`src/common/cpu_defs.svh`:
```
`ifndef CPU_DEFS_SVH
`define CPU_DEFS_SVH

// First fetch address after reset
`define RESET_PC 32'h0000_1000

// Data memory depth in 32-bit words
`define DMEM_WORDS 256

`endif

```
`src/common/isa_pkg.sv`:
```
package isa_pkg;

    localparam logic [6:0] op_lui    = 7'b0110111;
    localparam logic [6:0] op_auipc  = 7'b0010111;
    localparam logic [6:0] op_jal    = 7'b1101111;
    localparam logic [6:0] op_jalr   = 7'b1100111;
    localparam logic [6:0] op_branch = 7'b1100011;
    localparam logic [6:0] op_load   = 7'b0000011;
    localparam logic [6:0] op_store  = 7'b0100011;
    localparam logic [6:0] op_imm    = 7'b0010011;
    localparam logic [6:0] op_reg    = 7'b0110011;

    typedef enum logic [2:0] {
        alu_logic = 3'b001,
        alu_shift = 3'b010,
        alu_arith = 3'b100,
        alu_jump  = 3'b110,
        alu_mem   = 3'b111
    } alu_sel_e;

    typedef logic [2:0] alu_op_t;

    localparam alu_op_t aop_or   = 3'd0;
    localparam alu_op_t aop_and  = 3'd1;
    localparam alu_op_t aop_xor  = 3'd2;
    localparam alu_op_t aop_sll  = 3'd0;
    localparam alu_op_t aop_srl  = 3'd1;
    localparam alu_op_t aop_sra  = 3'd2;
    localparam alu_op_t aop_add  = 3'd0;
    localparam alu_op_t aop_sub  = 3'd1;
    localparam alu_op_t aop_slt  = 3'd2;
    localparam alu_op_t aop_sltu = 3'd3;

    // Widths for the mem group, loads below mem_sb
    localparam alu_op_t mem_lb  = 3'd0;
    localparam alu_op_t mem_lh  = 3'd1;
    localparam alu_op_t mem_lw  = 3'd2;
    localparam alu_op_t mem_lbu = 3'd3;
    localparam alu_op_t mem_lhu = 3'd4;
    localparam alu_op_t mem_sb  = 3'd5;
    localparam alu_op_t mem_sh  = 3'd6;
    localparam alu_op_t mem_sw  = 3'd7;

    typedef struct packed {
        logic [6:0] funct7;
        logic [4:0] rs2;
        logic [4:0] rs1;
        logic [2:0] funct3;
        logic [4:0] rd;
        logic [6:0] opcode;
    } r_view_t;

    typedef struct packed {
        logic [19:0] imm;
        logic [4:0]  rd;
        logic [6:0]  opcode;
    } u_view_t;

    typedef union packed {
        r_view_t r_view;
        u_view_t u_view;
    } inst_u;

endpackage

```
`src/common/pipe_pkg.sv`:
```
package pipe_pkg;

    typedef struct packed {
        logic          valid;
        logic [31:0]   pc;
        isa_pkg::inst_u inst;
    } if_id_t;

    typedef struct packed {
        logic              valid;
        isa_pkg::alu_sel_e alusel;
        isa_pkg::alu_op_t  aluop;
        logic [31:0]       op1;
        logic [31:0]       op2;
        logic [31:0]       store_data;   // Already forwarded
        logic [31:0]       mem_offset;
        logic [31:0]       link_addr;
        logic              write;
        logic [4:0]        rd;
    } id_ex_t;

    typedef struct packed {
        logic             valid;
        logic [31:0]      result;        // ALU result or memory address
        logic [31:0]      store_data;
        logic             is_mem;
        isa_pkg::alu_op_t mem_op;
        logic             write;
        logic [4:0]       rd;
    } ex_mem_t;

    typedef struct packed {
        logic        write;
        logic [4:0]  rd;
        logic [31:0] data;
    } mem_wb_t;

    typedef struct packed {
        logic        write;
        logic        load;
        logic [4:0]  rd;
        logic [31:0] data;
    } fwd_t;

endpackage

```
`src/decode/decode_stage.sv`:
```
module decode_stage (
    input  logic             clk,
    input  logic             reset,
    input  pipe_pkg::if_id_t if_id,
    input  logic [31:0]      reg1_data,
    input  logic [31:0]      reg2_data,
    input  pipe_pkg::fwd_t   ex_fwd,
    input  pipe_pkg::fwd_t   mem_fwd,
    output logic [4:0]       reg1_addr,
    output logic [4:0]       reg2_addr,
    output logic             stall,
    output logic             br,
    output logic [31:0]      br_addr,
    output pipe_pkg::id_ex_t id_ex
);

    isa_pkg::inst_u    inst;
    logic [31:0]       iw;
    logic [31:0]       i_imm;
    logic [31:0]       s_imm;
    logic [31:0]       b_imm;
    logic [31:0]       j_imm;
    logic [31:0]       u_imm;
    logic [31:0]       imm1;
    logic [31:0]       imm2;
    logic [31:0]       mem_offset;
    logic [31:0]       src1;
    logic [31:0]       src2;
    isa_pkg::alu_sel_e alusel;
    isa_pkg::alu_op_t  aluop;
    logic              use1;
    logic              use2;
    logic              write;
    logic              is_jal;
    logic              is_jalr;
    logic              is_branch;
    logic              taken;

    // Execute stage first, then memory stage, then register file
    function automatic logic [31:0] pick(input logic [4:0] addr, input logic [31:0] rf_data,
                                         input pipe_pkg::fwd_t ex_f, input pipe_pkg::fwd_t mem_f);
        if (addr == 5'd0)
            return '0;
        if (ex_f.write && ex_f.rd == addr)
            return ex_f.data;
        if (mem_f.write && mem_f.rd == addr)
            return mem_f.data;
        return rf_data;
    endfunction

    assign inst  = if_id.inst;
    assign iw    = inst;
    assign i_imm = {{20{iw[31]}}, iw[31:20]};
    assign s_imm = {{20{iw[31]}}, iw[31:25], iw[11:7]};
    assign b_imm = {{20{iw[31]}}, iw[7], iw[30:25], iw[11:8], 1'b0};
    assign j_imm = {{12{iw[31]}}, iw[19:12], iw[20], iw[30:21], 1'b0};
    assign u_imm = {inst.u_view.imm, 12'b0};

    always_comb begin
        alusel = isa_pkg::alu_arith;  // Unsupported opcodes become a no-op add
        aluop = isa_pkg::aop_add;
        use1 = 1'b0;
        use2 = 1'b0;
        imm1 = '0;
        imm2 = '0;
        mem_offset = '0;
        write = 1'b0;
        is_jal = 1'b0;
        is_jalr = 1'b0;
        is_branch = 1'b0;
        case (inst.r_view.opcode)
            isa_pkg::op_lui: begin
                imm1 = u_imm;
                write = 1'b1;
            end
            isa_pkg::op_auipc: begin
                imm1 = u_imm;
                imm2 = if_id.pc;
                write = 1'b1;
            end
            isa_pkg::op_jal: begin
                alusel = isa_pkg::alu_jump;
                is_jal = 1'b1;
                write = 1'b1;
            end
            isa_pkg::op_jalr: begin
                alusel = isa_pkg::alu_jump;
                use1 = 1'b1;
                is_jalr = 1'b1;
                write = 1'b1;
            end
            isa_pkg::op_branch: begin
                alusel = isa_pkg::alu_jump;
                use1 = 1'b1;
                use2 = 1'b1;
                is_branch = 1'b1;
            end
            isa_pkg::op_load: begin
                alusel = isa_pkg::alu_mem;
                use1 = 1'b1;
                mem_offset = i_imm;
                write = 1'b1;
                case (inst.r_view.funct3)
                    3'b000: aluop = isa_pkg::mem_lb;
                    3'b001: aluop = isa_pkg::mem_lh;
                    3'b100: aluop = isa_pkg::mem_lbu;
                    3'b101: aluop = isa_pkg::mem_lhu;
                    default: aluop = isa_pkg::mem_lw;
                endcase
            end
            isa_pkg::op_store: begin
                alusel = isa_pkg::alu_mem;
                use1 = 1'b1;
                use2 = 1'b1;
                mem_offset = s_imm;
                case (inst.r_view.funct3)
                    3'b000: aluop = isa_pkg::mem_sb;
                    3'b001: aluop = isa_pkg::mem_sh;
                    default: aluop = isa_pkg::mem_sw;
                endcase
            end
            isa_pkg::op_imm: begin
                use1 = 1'b1;
                imm2 = i_imm;                    // Shifts use the low 5 bits only
                write = 1'b1;
            end
            isa_pkg::op_reg: begin
                use1 = 1'b1;
                use2 = 1'b1;
                write = 1'b1;
            end
            default: ;
        endcase
        if (inst.r_view.opcode == isa_pkg::op_imm || inst.r_view.opcode == isa_pkg::op_reg) begin
            case (inst.r_view.funct3)
                3'b000: aluop = (use2 && inst.r_view.funct7[5]) ? isa_pkg::aop_sub : isa_pkg::aop_add;
                3'b001: begin
                    alusel = isa_pkg::alu_shift;
                    aluop = isa_pkg::aop_sll;
                end
                3'b010: aluop = isa_pkg::aop_slt;
                3'b011: aluop = isa_pkg::aop_sltu;
                3'b100: begin
                    alusel = isa_pkg::alu_logic;
                    aluop = isa_pkg::aop_xor;
                end
                3'b101: begin
                    alusel = isa_pkg::alu_shift;
                    aluop = inst.r_view.funct7[5] ? isa_pkg::aop_sra : isa_pkg::aop_srl;
                end
                3'b110: begin
                    alusel = isa_pkg::alu_logic;
                    aluop = isa_pkg::aop_or;
                end
                default: begin
                    alusel = isa_pkg::alu_logic;
                    aluop = isa_pkg::aop_and;
                end
            endcase
        end
    end

    assign reg1_addr = use1 ? inst.r_view.rs1 : 5'd0;
    assign reg2_addr = use2 ? inst.r_view.rs2 : 5'd0;
    assign src1 = pick(reg1_addr, reg1_data, ex_fwd, mem_fwd);
    assign src2 = pick(reg2_addr, reg2_data, ex_fwd, mem_fwd);

    // Load in execute has no data yet
    assign stall = if_id.valid && ex_fwd.load &&
                   ((reg1_addr != 5'd0 && ex_fwd.rd == reg1_addr) ||
                    (reg2_addr != 5'd0 && ex_fwd.rd == reg2_addr));

    always_comb begin
        case (inst.r_view.funct3)
            3'b000: taken = src1 == src2;
            3'b001: taken = src1 != src2;
            3'b100: taken = $signed(src1) < $signed(src2);
            3'b101: taken = $signed(src1) >= $signed(src2);
            3'b110: taken = src1 < src2;
            3'b111: taken = src1 >= src2;
            default: taken = 1'b0;
        endcase
    end

    assign br = if_id.valid && !stall && (is_jal || is_jalr || (is_branch && taken));
    assign br_addr = is_jalr ? ((src1 + i_imm) & ~32'd1) :
                     is_jal ? (if_id.pc + j_imm) : (if_id.pc + b_imm);

    always_ff @(posedge clk) begin
        if (reset) begin
            id_ex.valid <= 1'b0;
            id_ex.write <= 1'b0;
        end else begin
            id_ex.valid <= if_id.valid && !stall;  // Bubble on load-use
            id_ex.write <= if_id.valid && !stall && write && inst.r_view.rd != 5'd0;
        end
        id_ex.alusel <= alusel;
        id_ex.aluop <= aluop;
        id_ex.op1 <= use1 ? src1 : imm1;
        id_ex.op2 <= use2 ? src2 : imm2;
        id_ex.store_data <= src2;
        id_ex.mem_offset <= mem_offset;
        id_ex.link_addr <= if_id.pc + 32'd4;
        id_ex.rd <= inst.r_view.rd;
    end

    assert property (@(posedge clk) disable iff (reset) stall |=> !stall);
    assert property (@(posedge clk) disable iff (reset) id_ex.valid |->
        !$isunknown(id_ex.alusel) && id_ex.alusel inside {isa_pkg::alu_logic,
        isa_pkg::alu_shift, isa_pkg::alu_arith, isa_pkg::alu_jump, isa_pkg::alu_mem});

endmodule

```
`config.mk`:
```
export PLATFORM = sky130hd
export DESIGN_NAME = decode_stage
export DESIGN_NICKNAME = d
export VERILOG_FILES = /design/src/common/cpu_defs.svh /design/src/common/isa_pkg.sv /design/src/common/pipe_pkg.sv /design/src/decode/decode_stage.sv
export SDC_FILE = /design/constraint.sdc
export NUM_CORES = 1
export LEC_CHECK = 0
export BUFFER_PORTS_ARGS = -buffer_cell sky130_fd_sc_hd__buf_2
export CORE_AREA = 2 2 168 170
export CTS_CLUSTER_SIZE = 28
export DETAILED_ROUTE_END_ITERATION = 8
export DIE_AREA = 0 0 170 172
export GPL_TIMING_DRIVEN = 0
export PLACE_DENSITY = 0.69
export SLEW_MARGIN = 20
export SYNTH_ARGS = -nofsm -noshare
export SYNTH_HDL_FRONTEND = slang
export SYNTH_SLANG_ARGS = --single-unit
```
`constraint.sdc`:
```
create_clock -name clk -period 6.6 [get_ports clk]
set_clock_uncertainty 0.15 [all_clocks]
set_input_delay 0.33 -clock clk [delete_from_list [all_inputs] [get_ports clk]]
set_output_delay 0.33 -clock clk [all_outputs]
set_load 0.02 [all_outputs]
```
==> impl_metrics.py, run 1 <==
metrics = {
    "outcome": {
        "run_status": "completed",
    },
    "setup_path": {
        "timing.critical_path.slowest_cell_delay_ns": 0.92,
        "timing.setup.critical_path_class": "primary input to output pin",
        "timing.critical_path.mode_cell": "sky130_fd_sc_hd__buf_2",
        "end_kind": "output pin",
        "critical_path_required_ns": 6.12,
        "worstPathMaxFanout": 10,
        "crit_path_start_kind": "primary input",
        "critical_path.cell_chain": "buf_2 -> and3b_1 -> buf_2 -> o211ai_2 -> xor2_1 -> nand4_2 -> or2_1 -> buf_2 -> clkbuf_1 -> a211oi_1 -> ha_1 -> a21o_1 -> a21o_1 -> a21o_1 -> a21oi_1 -> nand3_1 -> a41oi_1 -> a211oi_1 -> or3_1 -> a31o_1 -> buf_2",
        "critPathSlowestCell": "sky130_fd_sc_hd__a211oi_1",
        "cp.arrival_ns": 5.98,
    },
    "finish": {
        "flow.area_growth_from_synthesis_pct": 29.8,
        "fin_util_pct": 53.3,
        "final_net_count": 2161,
        "regMostFlops": "id_ex",
        "largest_register_ffs": 153,
        "final_cell_area_um2": 14700,
        "reg_top3": "id_ex x153",
        "post_route_cells_drive_above_1_share_pct": 29.1,
    },
    "clock_network": {
        "worst_setup_hold_path_clk_slew_ns": 0.07,
        "clock_tree.buffer_depth": 2,
        "cts-htree-levels": 4,
        "clock_tree_from_tritoncts": "built",
        "cts_made_buffers": 17,
        "clkSinkCount": 153,
        "cts-root-buf": "sky130_fd_sc_hd__clkbuf_16",
    },
    "drt": {
        "routed-via-count": 12700,
        "wl_per_cell_um": 22.2,
        "drt-total-wl_um": 49300,
        "drcViolationCount": 0,
        "firstDrtPassIters": 8,
        "viasPerCell": 5.72,
        "final_antenna_net_count": 0,
        "drt_iter0_markers": 1257,
    },
    "timing": {
        "final.setup.worst_slack_ns": 0.136,
        "timing_hold_violations_final": 0,
        "setup_viol": 0,
        "fmaxAchievable_mhz": 155,
        "timing.max_slew.rel_slack_pct": 29.2,
        "worstMarginPinSlew_ns": 1.05,
        "finalMaxSlewViolations": 0,
        "rsz0062_at_grt": "no",
        "finalCriticalPeriod_ns": 6.46,
        "timing.final.crit_share_pct": 97.9,
    },
    "place": {
        "detailedPlace.worstSlack_ns": -0.464,
        "dpl.hpwl_um": 40100,
        "portBuffers": 419,
        "dpl-instance-area_um2": 13800,
        "globalplace.congestion": 0.982,
    },
    "synth": {
        "yosysWarnings": 0,
        "synth_flop_cell": "sky130_fd_sc_hd__dfxtp_1",
        "synth.ff_latch_count": 153,
        "sequential_fraction_of_the_synthesis_area_pct": 27.1,
        "synth_edf_count": 0,
        "asyncSetResetFlopFracSynth_pct": 0,
        "net_count_of_the_mapped_netlist": 1714,
        "syn_area_um2": 11300,
        "syn_area_per_cell_um2": 8.00,
        "synthCells": 1412,
        "ys_types": 74,
    },
    "global_route": {
        "initial_antenna_violation_count": 1,
        "grt_pass1_wl_um": 70400,
        "grt.total_usage_pct": 32.4,
        "grt_remaining_overflow": 0,
        "first_global_vias": 11700,
        "maximum_number_of_pins_on_one_net_before_global_route_repair": 37,
    },
    "die": {
        "design.die.area_um2": 29200,
        "std_cell_rows": 61,
        "fp.dieH_um": 172,
        "start_util_pct": 41.1,
        "fp.dieW_um": 170,
        "ioPinCount": 426,
        "floorplan.core_area_um2": 27500,
    },
    "min_path": {
        "timing.hold.worst_path_depth": 2,
        "holdCritPathClass": "primary input to flop",
    },
    "power": {
        "report.power.total_mw": 2.71,
        "pwr_density_cell_nw_per_um2": 185,
        "worst_ir_drop_vdd_v": 0.000176,
        "p_leak_nw": 7.74,
    },
    "flow_run": {
        "max_cap_viols": 0,
    },
}
==> final timing paths <==
path                   from     endpoint  slack [ns]
hold / removal    if_id[39]   id_ex[109]        0.01
setup / recovery   if_id[6]  br_addr[30]        0.14
==> cell usage in the layout, fill, tap and decap left out, types with 41 or more instances in the layout <==
| master | netlist | layout |
|---|---|---|
| sky130_fd_sc_hd__xnor2_1 | 57 | 57 |
| sky130_fd_sc_hd__nor2_1 | 174 | 172 |
| sky130_fd_sc_hd__a211oi_1 | 50 | 41 |
| sky130_fd_sc_hd__dfxtp_1 | 153 | 153 |
| sky130_fd_sc_hd__o21ai_0 | 43 | 43 |
| sky130_fd_sc_hd__a21oi_1 | 152 | 151 |
| sky130_fd_sc_hd__buf_2 | 8 | 428 |
| sky130_fd_sc_hd__inv_1 | 72 | 72 |
| sky130_fd_sc_hd__ha_1 | 91 | 91 |
| sky130_fd_sc_hd__a21o_1 | 78 | 78 |
| sky130_fd_sc_hd__mux2i_1 | 71 | 71 |
| sky130_fd_sc_hd__nand2_1 | 69 | 68 |
==> cell type report <==
class | count | area, um^2
buffer | 88 | 472
multi-input combinational | 1097 | 7600
tap | 346 | 433
fill | 2714 | 12800
clock inverter | 13 | 158
timing repair buffer | 430 | 2200
inverter | 72 | 270
clock buffer | 19 | 453
antenna | 1 | 2.50
sequential | 153 | 3060
==> worst max-delay path: cells and delay by family <==
family	cells	cell delay, ns
AOI/OAI and AO/OA	9	2.73
xor gates and xnor gates	1	0.25
adders and majority gates	1	0.45
buffers and inverters	5	0.96
and+or+nand+nor	5	1.25
==> synth_stat cells (26+ instances only) <==
cell                       number  area share (%)
sky130_fd_sc_hd__nor2_1       174             5.8
sky130_fd_sc_hd__dfxtp_1      153              27
sky130_fd_sc_hd__a21oi_1      152             6.7
sky130_fd_sc_hd__ha_1          91              10
sky130_fd_sc_hd__a21o_1        78             5.2
sky130_fd_sc_hd__inv_1         72             2.4
sky130_fd_sc_hd__mux2i_1       71             6.3
sky130_fd_sc_hd__nand2_1       69             2.3
sky130_fd_sc_hd__xnor2_1       57             4.4
sky130_fd_sc_hd__clkbuf_1      53             1.8
sky130_fd_sc_hd__a211oi_1      50             3.3
sky130_fd_sc_hd__o21ai_0       43             1.9
sky130_fd_sc_hd__nand3_1       38             1.7
sky130_fd_sc_hd__xor2_1        26             2.0
==> what timing repair did <==
item / 4_1_cts / 5_1_grt
hold buffers: 9 / 0
endpoints found under the setup margin: 8 / 9
cloned: 0 / 0
resized for setup: 17 / 36
endpoints found under the hold margin: 11 / 0
pin swaps: 0 / 2
setup buffers: 0 / 2
==> logic make-up (layout without fill, tap and decap cells) <==
family	count (synthesis)	count (layout)	share of synthesized area, %
compound gates	429	429	25.2
simple gates	414	414	17.5
mux	77	77	6.89
other cells	0	1	0
fa+ha+maj	94	94	10.5
buf+inv	162	622	6.27
flops	153	153	27.1
xor+xnor	83	83	6.44
==> per-layer routing <==
layer	wire length [um]	global-route usage (%)	vias to the layer above
met5	0	0	-
met4	1910	14.1	0
met3	3840	6.34	109
met2	22800	53.4	629
met1	20800	41.5	5991
li1	-	-	5969
==> through the flow <==
step                      instances  hold slack, ns  TNS (ns)
after global routing           2219         0.00197         0
after detailed placement       2177           0.330     -1.33
after floorplan                1412           0.208         0
final                          2219          0.0118         0
after global placement         2177           0.330     -1.71
after CTS                      2216         0.00244         0
==> report_power, final <==
group          internal (mW)  switching, mW
combinational          0.268          0.438
sequential             0.946        0.00614
clock                  0.589          0.461
(Power assumes the default switching activity.)
==> run 2: changes to the inputs <==
CORE_AREA = 2 2 178 180   (was 2 2 168 170)
DIE_AREA = 0 0 180 182   (was 0 0 170 172)
PLACE_DENSITY = not set   (was 0.69)
REMOVE_ABC_BUFFERS = 1   (was not set)
==> run 2 against run 1 <==
  * Largest power group unchanged
  * First-iteration DRC count down 28%
  * Final area is 0.55% higher
  * Utilization fell by 5.8 points
  * Largest cell class unchanged
  * Clock power about the same
  * Highest routed layer unchanged
  * Critical path type unchanged
  * Critical path depth up 1
==> impl_metrics.py, run 2 (synthesis gave the netlist of run 1 again) <==
metrics = {
    "power": {
        "p_leak_nw": 7.70,
        "report.power.total_mw": 2.72,
        "worst_ir_drop_vdd_v": 0.000159,
        "pwr_density_cell_nw_per_um2": 185,
    },
    "place": {
        "post-place-cells": 2160,
        "dpl.hpwl_um": 34900,
        "portBuffers": 424,
        "detailedPlace.worstSlack_ns": -1.26,
        "globalplace.congestion": 0.918,
        "dpl-instance-area_um2": 13700,
    },
    "die": {
        "floorplan.core_area_um2": 31000,
        "design.die.area_um2": 32800,
        "ioPinCount": 426,
        "std_cell_rows": 65,
        "fp.dieH_um": 182,
        "start_util_pct": 36.4,
        "fp.dieW_um": 180,
    },
    "timing": {
        "finalCriticalPeriod_ns": 6.44,
        "fmaxAchievable_mhz": 155,
        "rsz0062_at_grt": "no",
        "final.setup.tns_ns": 0,
        "timing.final.crit_share_pct": 97.6,
        "holdWs_ns": 0.0134,
        "timing.max_slew.rel_slack_pct": 24.6,
        "worstMarginPinSlew_ns": 1.13,
        "timing_hold_violations_final": 0,
        "finalMaxSlewViolations": 0,
        "setup_viol": 0,
        "final.setup.worst_slack_ns": 0.161,
    },
    "setup_path": {
        "timing.critical_path.mode_cell": "sky130_fd_sc_hd__a211oi_1",
        "critical_path.cell_chain": "clkbuf_4 -> nand3b_1 -> a211oi_1 -> o32ai_1 -> nand4_2 -> or2_4 -> buf_12 -> a211oi_1 -> ha_1 -> a21o_1 -> a21o_1 -> a21oi_1 -> o21ai_0 -> nand3_1 -> a211oi_1 -> a2111oi_4 -> o31a_1 -> mux2i_1 -> a22o_1 -> a221o_1 -> a21oi_1 -> buf_2",
        "cp.arrival_ns": 5.96,
        "timing.critical_path.slowest_cell_delay_ns": 0.49,
        "critical_path_required_ns": 6.12,
        "crit_path_start_kind": "primary input",
        "end_kind": "output pin",
        "critPathSlowestCell": "sky130_fd_sc_hd__a2111oi_4",
        "timing.setup.critical_path_class": "primary input to output pin",
        "worstPathMaxFanout": 50,
    },
    "drt": {
        "drt_iter0_markers": 908,
        "final_antenna_net_count": 0,
        "firstDrtPassIters": 5,
        "routed-via-count": 12200,
        "viasPerCell": 5.45,
        "drt-total-wl_um": 46000,
        "wl_per_cell_um": 20.6,
        "drcViolationCount": 0,
    },
    "global_route": {
        "grt.total_usage_pct": 26.6,
        "grt_remaining_overflow": 0,
        "first_global_vias": 11500,
        "initial_antenna_violation_count": 2,
        "global_route.peak_usage_layer": "met2",
        "maximum_number_of_pins_on_one_net_before_global_route_repair": 51,
        "gr-usage-met3_pct": 5.92,
        "grt_pass1_wl_um": 67000,
        "grt_util_met1_pct": 32.9,
        "global_route_met2_utilization_pct": 46.1,
    },
    "finish": {
        "multi_input_comb_area_um2": 7650,
        "post_route_cells_drive_above_1_share_pct": 29.5,
        "regMostFlops": "id_ex",
        "largest_register_ffs": 153,
        "fin_util_pct": 47.5,
        "seqCellArea_um2": 3060,
        "most-common-layout-cells": "sky130_fd_sc_hd__buf_2 (428), sky130_fd_sc_hd__nor2_1 (171), sky130_fd_sc_hd__dfxtp_1 (153)",
        "fillerInstances": 3121,
        "final_net_count": 2120,
        "final_cell_area_um2": 14700,
        "reg_top3": "id_ex x153",
        "layout.cells.most_common": "sky130_fd_sc_hd__buf_2",
        "layoutNonFillerInstCount": 2235,
        "flow.area_growth_from_synthesis_pct": 30.5,
    },
    "clock_network": {
        "cts_made_buffers": 17,
        "worst_setup_hold_path_clk_slew_ns": 0.07,
        "clock_tree_from_tritoncts": "built",
        "cts-root-buf": "sky130_fd_sc_hd__clkbuf_16",
        "clock_tree.buffer_depth": 2,
        "clkSinkCount": 153,
        "cts-htree-levels": 4,
    },
    "flow_run": {
        "max_cap_viols": 0,
    },
    "min_path": {
        "holdCritPathClass": "primary input to flop",
    },
    "outcome": {
        "run_status": "completed",
    },
}
## run 2: critical path, delay by kind of cell
kind,cells,cell delay (ns)
adders and majority gates,1,0.33
and+or+nand+nor,4,1.17
AOI/OAI and AO/OA,13,3.33
muxes,1,0.11
buffers and inverters,3,0.60
## run 2: worst paths after layout
| kind | end | depth (start not counted) | start | slack, ns |
|---|---|---|---|---|
| setup / recovery | br | 22 | if_id[5] | 0.16 |
| hold / removal | id_ex[37] | 2 | if_id[63] | 0.01 |
## run 2: area by class of cell
class | count | area share, %
clock buffer | 17 | 2.89
tap | 402 | 3.41
multi-input combinational | 1101 | 51.9
inverter | 72 | 1.83
sequential | 153 | 20.8
clock inverter | 15 | 1.21
antenna | 2 | 0.0340
timing repair buffer | 473 | 17.9
## run 2: per-layer routing
layer	vias to the layer above	share of wire [%]	wire (um)
met5	-	0	0
met1	5757	43	19700
met4	0	2.4	1120
li1	5890	-	-
met3	67	6.3	2880
met2	476	48	22300
## run 2: timing repair
action,in CTS,in global routing
cloned,2,2
hold buffers,18,0
pin swaps,3,5
setup buffers,6,13
resized for setup,11,7
hold endpoints to repair,21,0
endpoints found under the setup margin,2,4
## run 2: power by group
group          switching, mW  internal, mW
sequential           0.00563         0.946
clock                  0.480         0.574
combinational          0.441         0.272
total                  0.926          1.79
